===== src/source/keypad_pkg.sv =====
package keypad_pkg;

    // ========================================================================
    // Keypad geometry and timing
    // ========================================================================
    localparam int ROWS = 4;               // Driven lines, active low
    localparam int COLS = 4;               // Sensed lines, pulled up

    localparam int SCAN_PERIOD     = 16;   // Cycles per row, one frame is 64
    localparam int DEBOUNCE_FRAMES = 3;    // Matching single-key frames to accept
    localparam int DIGIT_PERIOD    = 32;   // Cycles each digit stays lit

    // Key index is row * COLS + col
    localparam logic [3:0] KEY_LAYOUT [0:ROWS*COLS-1] = '{
        4'h1, 4'h2, 4'h3, 4'hA,            // Row 0
        4'h4, 4'h5, 4'h6, 4'hB,            // Row 1
        4'h7, 4'h8, 4'h9, 4'hC,            // Row 2
        4'hE, 4'h0, 4'hF, 4'hD             // Row 3
    };

    // ========================================================================
    // Seven-segment encoding, gfedcba, active low
    // ========================================================================
    localparam logic [6:0] SEG_BLANK = 7'b111_1111;   // Every segment dark

    function automatic logic [6:0] seg_of(input logic [3:0] code);
        logic [6:0] lit;                   // Active-high pattern
        case (code)
            4'h0: lit = 7'h3F;
            4'h1: lit = 7'h06;
            4'h2: lit = 7'h5B;
            4'h3: lit = 7'h4F;
            4'h4: lit = 7'h66;
            4'h5: lit = 7'h6D;
            4'h6: lit = 7'h7D;
            4'h7: lit = 7'h07;
            4'h8: lit = 7'h7F;
            4'h9: lit = 7'h6F;
            4'hA: lit = 7'h77;
            4'hB: lit = 7'h7C;             // Lower-case b
            4'hC: lit = 7'h39;
            4'hD: lit = 7'h5E;             // Lower-case d
            4'hE: lit = 7'h79;
            default: lit = 7'h71;          // F
        endcase
        return ~lit;                       // Segments sink current
    endfunction

endpackage


===== src/source/keypad_scanner.sv =====
module keypad_scanner
    import keypad_pkg::*;
(
    input  logic        clk,
    input  logic        rst_n,             // Async, active low
    input  logic [3:0]  col,               // Pulled up, low when key closes
    output logic [3:0]  row,               // One row low at a time
    output logic [15:0] key_matrix,        // 1 = pressed, bit = key index
    output logic        frame_done         // One-cycle strobe after row 3
);

    localparam int DWELL_W = $clog2(SCAN_PERIOD);
    localparam int PTR_W   = $clog2(ROWS);

    logic [DWELL_W-1:0]       dwell_cnt;   // Cycles spent on current row
    logic [PTR_W-1:0]         row_ptr;     // Active row
    logic                     row_end;     // Last cycle of dwell
    logic [COLS-1:0]          col_meta;    // Sync stage 1
    logic [COLS-1:0]          col_sync;    // Sync stage 2
    logic [(ROWS-1)*COLS-1:0] frame_buf;   // Rows 0..2 of frame in progress

    // ========================================================================
    // Row sequencing
    // ========================================================================
    assign row_end = (dwell_cnt == DWELL_W'(SCAN_PERIOD - 1));

    always_ff @(posedge clk or negedge rst_n) begin
        if (!rst_n) begin
            dwell_cnt <= '0;
            row_ptr   <= '0;               // Row 0 drives straight out of reset
        end else if (row_end) begin
            dwell_cnt <= '0;
            row_ptr   <= row_ptr + 1'b1;   // Wraps 3 -> 0
        end else begin
            dwell_cnt <= dwell_cnt + 1'b1;
        end
    end

    // Decode to active low
    assign row = ~(4'b0001 << row_ptr);

    // ========================================================================
    // Column synchronizer
    // ========================================================================
    // Two flops, so col_sync lags the pins by two cycles. The last cycle of
    // the dwell still sees columns taken while this row was driven
    always_ff @(posedge clk or negedge rst_n) begin
        if (!rst_n) begin
            col_meta <= '1;                // Idle = no key
            col_sync <= '1;
        end else begin
            col_meta <= col;
            col_sync <= col_meta;
        end
    end

    // ========================================================================
    // Matrix capture
    // ========================================================================
    // Rows 0..2 land in a staging buffer
    always_ff @(posedge clk) begin
        if (row_end && (row_ptr != PTR_W'(ROWS - 1))) begin
            frame_buf[row_ptr*COLS +: COLS] <= ~col_sync;   // Invert, 1 = pressed
        end
    end

    // Row 3 completes the frame, whole matrix published at once
    always_ff @(posedge clk or negedge rst_n) begin
        if (!rst_n) begin
            key_matrix <= '0;
            frame_done <= 1'b0;
        end else begin
            frame_done <= 1'b0;
            if (row_end && (row_ptr == PTR_W'(ROWS - 1))) begin
                key_matrix <= {~col_sync, frame_buf};
                frame_done <= 1'b1;        // Visible the cycle after the write
            end
        end
    end

endmodule


===== src/source/key_debouncer.sv =====
module key_debouncer
    import keypad_pkg::*;
(
    input  logic        clk,
    input  logic        rst_n,
    input  logic [15:0] key_matrix,        // Stable between frame_done strobes
    input  logic        frame_done,
    input  logic        key_ack,           // From display
    output logic        key_req,           // Four-phase request
    output logic [3:0]  key_code           // Hex code, held while key_req
);

    localparam int CNT_W = $clog2(DEBOUNCE_FRAMES + 1);

    typedef enum logic [1:0] {
        HS_IDLE,                           // Free to raise a request
        HS_REQ,                            // key_req high, waiting for ack
        HS_RELEASE                         // key_req dropped, waiting ack low
    } hs_state_t;

    hs_state_t        hs_state;
    logic [CNT_W-1:0] match_cnt;           // Consecutive frames of last_idx
    logic [CNT_W-1:0] match_next;
    logic [3:0]       last_idx;            // Key seen in previous frame
    logic [3:0]       key_idx;             // Encoded index of current frame
    logic             frame_empty;
    logic             single_key;
    logic             reported;            // Current press already sent
    logic             threshold;           // This frame completes the run

    // ========================================================================
    // Frame classification
    // ========================================================================
    assign frame_empty = (key_matrix == '0);
    // Clearing the lowest set bit leaves zero only for a lone key
    assign single_key  = !frame_empty && ((key_matrix & (key_matrix - 16'd1)) == '0);

    // Index of the set bit, meaningful only when single_key
    always_comb begin
        key_idx = '0;
        for (int i = 0; i < ROWS*COLS; i++) begin
            if (key_matrix[i]) begin
                key_idx = 4'(i);
            end
        end
    end

    // Run length including this frame, saturates at the threshold
    always_comb begin
        if ((key_idx == last_idx) && (match_cnt != '0)) begin
            if (match_cnt == CNT_W'(DEBOUNCE_FRAMES)) match_next = match_cnt;
            else match_next = match_cnt + 1'b1;
        end else begin
            match_next = CNT_W'(1);        // First frame of a new run
        end
    end

    assign threshold = frame_done && single_key && !reported &&
                       (match_next == CNT_W'(DEBOUNCE_FRAMES));

    // ========================================================================
    // Run tracking
    // ========================================================================
    always_ff @(posedge clk or negedge rst_n) begin
        if (!rst_n) begin
            match_cnt <= '0;
            last_idx  <= '0;
            reported  <= 1'b0;
        end else if (frame_done) begin
            if (frame_empty) begin
                match_cnt <= '0;           // Full release re-arms
                reported  <= 1'b0;
            end else if (!single_key) begin
                match_cnt <= '0;           // Ghosting risk, drop the frame
            end else begin
                match_cnt <= match_next;
                last_idx  <= key_idx;
                if (threshold) reported <= 1'b1;   // Also when dropped under back-pressure
            end
        end
    end

    // ========================================================================
    // Request side of the handshake
    // ========================================================================
    always_ff @(posedge clk or negedge rst_n) begin
        if (!rst_n) begin
            hs_state <= HS_IDLE;
        end else begin
            case (hs_state)
                HS_IDLE:    if (threshold && !key_ack) hs_state <= HS_REQ;
                HS_REQ:     if (key_ack) hs_state <= HS_RELEASE;
                HS_RELEASE: if (!key_ack) hs_state <= HS_IDLE;
                default:    hs_state <= HS_IDLE;
            endcase
        end
    end

    // Code loads only when a request opens
    always_ff @(posedge clk) begin
        if ((hs_state == HS_IDLE) && threshold && !key_ack) begin
            key_code <= KEY_LAYOUT[key_idx];
        end
    end

    assign key_req = (hs_state == HS_REQ);

endmodule


===== src/source/digit_display.sv =====
module digit_display
    import keypad_pkg::*;
(
    input  logic       clk,
    input  logic       rst_n,
    input  logic       key_req,            // From debouncer
    input  logic [3:0] key_code,
    output logic       key_ack,
    output logic [6:0] seg,                // gfedcba, active low
    output logic [1:0] an                  // Digit enables, active low
);

    localparam int MUX_W = $clog2(DIGIT_PERIOD);

    logic [3:0]       code_right;          // Newest key
    logic [3:0]       code_left;           // Key before it
    logic             valid_right;
    logic             valid_left;
    logic             take_code;           // Handshake accept cycle
    logic [MUX_W-1:0] mux_cnt;
    logic             digit_sel;           // 0 = right digit, 1 = left digit

    // ========================================================================
    // Acknowledge side
    // ========================================================================
    // key_ack follows key_req one cycle late, in both directions
    always_ff @(posedge clk or negedge rst_n) begin
        if (!rst_n) begin
            key_ack <= 1'b0;
        end else begin
            key_ack <= key_req;
        end
    end

    assign take_code = key_req && !key_ack;   // Same edge that raises key_ack

    // ========================================================================
    // Two-digit history
    // ========================================================================
    always_ff @(posedge clk or negedge rst_n) begin
        if (!rst_n) begin
            valid_right <= 1'b0;           // Both blank until keys arrive
            valid_left  <= 1'b0;
        end else if (take_code) begin
            valid_right <= 1'b1;
            valid_left  <= valid_right;
        end
    end

    always_ff @(posedge clk) begin
        if (take_code) begin
            code_left  <= code_right;      // Shift left
            code_right <= key_code;
        end
    end

    // ========================================================================
    // Digit multiplexing
    // ========================================================================
    always_ff @(posedge clk or negedge rst_n) begin
        if (!rst_n) begin
            mux_cnt   <= '0;
            digit_sel <= 1'b0;             // Right digit first
        end else if (mux_cnt == MUX_W'(DIGIT_PERIOD - 1)) begin
            mux_cnt   <= '0;
            digit_sel <= ~digit_sel;
        end else begin
            mux_cnt <= mux_cnt + 1'b1;
        end
    end

    assign an = digit_sel ? 2'b01 : 2'b10;

    // Segment pattern for whichever digit is lit
    always_comb begin
        if (digit_sel) begin
            seg = valid_left ? seg_of(code_left) : SEG_BLANK;
        end else begin
            seg = valid_right ? seg_of(code_right) : SEG_BLANK;
        end
    end

endmodule


===== src/source/keypad_display_top.sv =====
module keypad_display_top (
    input  logic       clk,
    input  logic       rst_n,
    input  logic [3:0] col,                // Keypad columns, pulled up
    output logic [3:0] row,                // Keypad rows, active low
    output logic [6:0] seg,                // Shared segment lines, active low
    output logic [1:0] an                  // Digit enables, active low
);

    // ========================================================================
    // Internal nets
    // ========================================================================
    logic [15:0] key_matrix;               // Scanner -> debouncer
    logic        frame_done;
    logic        key_req;                  // Debouncer <-> display handshake
    logic        key_ack;
    logic [3:0]  key_code;

    keypad_scanner scanner_i (
        .clk        (clk),
        .rst_n      (rst_n),
        .col        (col),
        .row        (row),
        .key_matrix (key_matrix),
        .frame_done (frame_done)
    );

    // Accepts one clean key per press
    key_debouncer debounce_i (
        .clk        (clk),
        .rst_n      (rst_n),
        .key_matrix (key_matrix),
        .frame_done (frame_done),
        .key_ack    (key_ack),
        .key_req    (key_req),
        .key_code   (key_code)
    );

    digit_display display_i (
        .clk      (clk),
        .rst_n    (rst_n),
        .key_req  (key_req),
        .key_code (key_code),
        .key_ack  (key_ack),
        .seg      (seg),
        .an       (an)
    );

endmodule


===== config.mk =====
export PLATFORM = sky130hd
export DESIGN_NAME = keypad_display_top
export DESIGN_NICKNAME = d
export VERILOG_FILES = /design/src/source/keypad_pkg.sv /design/src/source/keypad_scanner.sv /design/src/source/key_debouncer.sv /design/src/source/digit_display.sv /design/src/source/keypad_display_top.sv
export SDC_FILE = /design/constraint.sdc
export NUM_CORES = 1
export LEC_CHECK = 0
export BUFFER_PORTS_ARGS = -buffer_cell sky130_fd_sc_hd__buf_2
export CORE_MARGIN = 2
export CORE_UTILIZATION = 45
export DETAILED_ROUTE_END_ITERATION = 16
export GPL_TIMING_DRIVEN = 0
export PLACE_DENSITY = 0.62
export REMOVE_ABC_BUFFERS = 1
export SLEW_MARGIN = 15
export SYNTH_ARGS = -nofsm -noshare
export SYNTH_HDL_FRONTEND = slang
export SYNTH_SLANG_ARGS = --single-unit

===== constraint.sdc =====
create_clock -name clk -period 4.5 [get_ports clk]
set_clock_uncertainty 0.2 [all_clocks]
set_input_delay 0.225 -clock clk [delete_from_list [all_inputs] [get_ports clk]]
set_output_delay 0.225 -clock clk [all_outputs]
set_load 0.03 [all_outputs]

==> results.tsv <==
metric	value	unit
status	finished clean	
Main synth FF type	dfrtp_1	
FF+latch count, synth	87	
pin count of the biggest net entering global routing	50	
Peak VDD IR	0.203	mV
Pwr Density	289	nW/um^2
Worst Path Arrival	3.00	ns
top-area cell type share of the netlist area	23.8	%
clk slew on worst S/H paths	0.09	ns
hpwl dp	5.83	mm
synthesized area	4300	sq um
DR WL/cell	14.8	um
async set-or-reset flop fraction in the synthesized netlist	56.3	%
Worst-Skew Late Latency	0.35	ns
Die Ht	102	um
IO Pins	19	
main combinational cell family by area after synthesis	compound AO/OA/AOI/OAI gates	
final worst-path cycle share	71.0	%
Tightest Hold Check Type	flop to flop	
Overall Power	0.00137	W
Worst Slack Setup Final	1.30	ns
mux share of post-synthesis cell area	6.77	%
crit end category	flop	
final hold violation count	0	
XOR/XNOR Fraction of Synth Area	1.22	%
initial antenna violation count	0	
Compound-Gate Fraction of Synth Area	14.2	%
Synth area leaders	dfrtp_1, edfxtp_1, ha_1	
RSZ-0062 raised after global routing	false	
H-tree depth	3	
post-place setup slack	1.30	ns
CTS tree	yes	
Max-slew headroom	29.3	%
Port Buf Inserts	18	
Yosys top cell by area	dfrtp_1	
post-synthesis cell count	396	
crit path kind	flop to flop	
root buf cell	clkbuf_8	
Post-Synth Simple-Gate Area	13.6	%
max frequency	313	MHz
# DRC	0	
endpoints failing setup	0	
Mapped Avg Cell Area	10.9	sq um
die area	10400	sq um
vias in the first global route	2964	
Post-synth EDFFs	24	
crit path time final	3.20	ns
row count	35	
Startpoint Class	flop	
first-pass GRT wire length	13.5	mm
Num CTS Buffers	9	
Max Root-Sink Buffers	2	
critical path required time	4.31	ns
worst hold slack	0.148	ns
max-cap violations	0	
Worst Tran Pin Value	1.03	ns
Yosys cell types	60	
n_diodes	0	
adder-cell share of the synthesized area	8.08	%
Die Span X	102	um
core area	9240	sq um
Initial Util	46.6	%
layout cells sized above 1	16.5	%
max-slew violation count	0	
Initial DRC Count	124	
CTS Sinks	87	
Layout area overhead	9.85	%
gr usage total	16.8	%
Lkg Pwr	1.97	nW
DR vias/cell	5.40	
routed via count	2950	
Pre-antenna DRT Iters	4	
sequential share of the synthesized area	52.0	%
final wirelength	8.09	mm
grt ovf	0	
post-route ant nets	0	
setup TNS	0	ns
GPL Wtd Cong	0.816	
Max FO, Critical Path	12	
NumNets Final	445	
Ys Warns	0	
-- worst max-delay path: stages, from the launching register on --
cell and delay, ns:
dfrtp_1 0.51, or4_1 0.68, or3_1 0.39, a211o_1 0.27, a22oi_2 0.28, nand2_1 0.14, nor3_2 0.37
-- worst paths after layout --
kind / slack (ns) / start / cells past startpoint / to
worst min-delay path: 0.15 / scanner_i.col_meta[0]$_DFF_PN1_ / 0 / scanner_i.col_sync[0]$_DFF_PN1_
worst max register to register: 1.30 / scanner_i.key_matrix[9]$_DFFE_PN0P_ / 6 / debounce_i.key_code[3]$_DFFE_PP_
min in group asynchronous: 0.22 / rst_n / 2 / scanner_i.key_matrix[6]$_DFFE_PN0P_
worst max-delay path: 1.30 / scanner_i.key_matrix[9]$_DFFE_PN0P_ / 6 / debounce_i.key_code[3]$_DFFE_PP_
max in group asynchronous: 3.45 / rst_n / 2 / debounce_i.hs_state[0]$_DFFE_PN0P_
worst min register to register: 0.15 / scanner_i.col_meta[0]$_DFF_PN1_ / 0 / scanner_i.col_sync[0]$_DFF_PN1_
-- routing by layer --
| metal | routed length, um | vias up | GRT usage [%] | share of wire, % |
|---|---|---|---|---|
| met5 | 0 | - | 0 | 0 |
| met4 | 133 | 0 | 7.17 | 1.6 |
| met3 | 176 | 12 | 3.31 | 2.2 |
| met2 | 4340 | 42 | 31.4 | 54 |
| met1 | 3440 | 1440 | 18.5 | 43 |
| li1 | - | 1456 | - | - |
-- cell usage in the layout, fill, tap and decap left out, drive strengths merged, types with 5 or more instances in the layout --
| cell | n |
|---|---|
| nor2 | 31 |
| edfxtp | 24 |
| nand3 | 9 |
| dlygate4sd3 | 5 |
| inv | 26 |
| ha | 27 |
| a211oi | 5 |
| dfxtp | 14 |
| nor2b | 5 |
| nor4 | 7 |
| a22oi | 11 |
| nand2 | 21 |
| o21ai | 22 |
| a21oi | 20 |
| buf | 19 |
| dfstp | 8 |
| dfrtp | 41 |
| mux2 | 17 |
| mux2i | 10 |
| clkbuf | 9 |
| nor3 | 16 |
-- report_power, final --
group	total (W)	switching (W)	internal, W	leakage (nW)
registers	0.000815	0.00000336	0.000812	0.942
logic	0.0000138	0.00000919	0.00000461	0.931
clock network	0.000536	0.000280	0.000257	0.0949
total	0.00137	0.000292	0.00107	1.97
-- layout make-up --
class / instances / area [sq um]
Inverter: 25 / 93.8
Clock inverter: 7 / 71.3
Multi-Input combinational cell: 265 / 1890
Timing Repair Buffer: 24 / 150
Fill cell: 823 / 4510
Tap cell: 129 / 161
Sequential cell: 87 / 2240
Clock buffer: 9 / 124
-- metrics by stage --
stage | cell area [sq um] | std cells | util (%)
6_report | 4730 | 546 | 51.2
5_1_grt | 4730 | 546 | 51.2
4_1_cts | 4730 | 546 | 51.1
3_5_place_dp | 4480 | 525 | 48.5
3_3_place_gp | 4470 | 524 | 48.4
2_1_floorplan | 4220 | 377 | -
-- cell usage after synthesis, types with 2 or more instances --
cell / instances
nor2b_1: 5
ha_1: 27
or3_1: 4
a22oi_1: 10
nor2_1: 31
dfxtp_1: 14
or2_2: 3
a21boi_0: 2
nand3_1: 9
nor3_1: 15
nor4_1: 5
mux2_2: 17
o21ai_0: 22
and2_1: 3
a21oi_1: 20
clkbuf_1: 15
a22o_1: 3
o21bai_1: 2
o211ai_1: 2
dfrtp_1: 41
and3_1: 3
buf_4: 2
o22a_1: 4
xnor2_1: 3
a21o_1: 3
inv_1: 25
xor2_1: 3
dfstp_2: 8
nand2b_1: 2
edfxtp_1: 24
a41oi_1: 3
mux2i_1: 10
or4_1: 3
nand2_1: 21
a211o_1: 2
a31oi_1: 2
a211oi_1: 5
-- cell families (layout without fill, tap and decap cells) --
group,count (synthesis),in the layout
flops,87,87
compound gates,91,91
fa+ha+maj,28,28
mux,27,27
buf+inv,44,65
simple gates,113,113
xor+xnor,6,6
-- repair_timing --
| item | 4_1_cts | 5_1_grt |
|---|---|---|
| hold buffers | 5 | 0 |
| setup buffers | 0 | 0 |
| endpoints found under the hold margin | 45 | 0 |
| resized for setup | 0 | 0 |
Note: power is estimated with default switching activity, not from simulation.
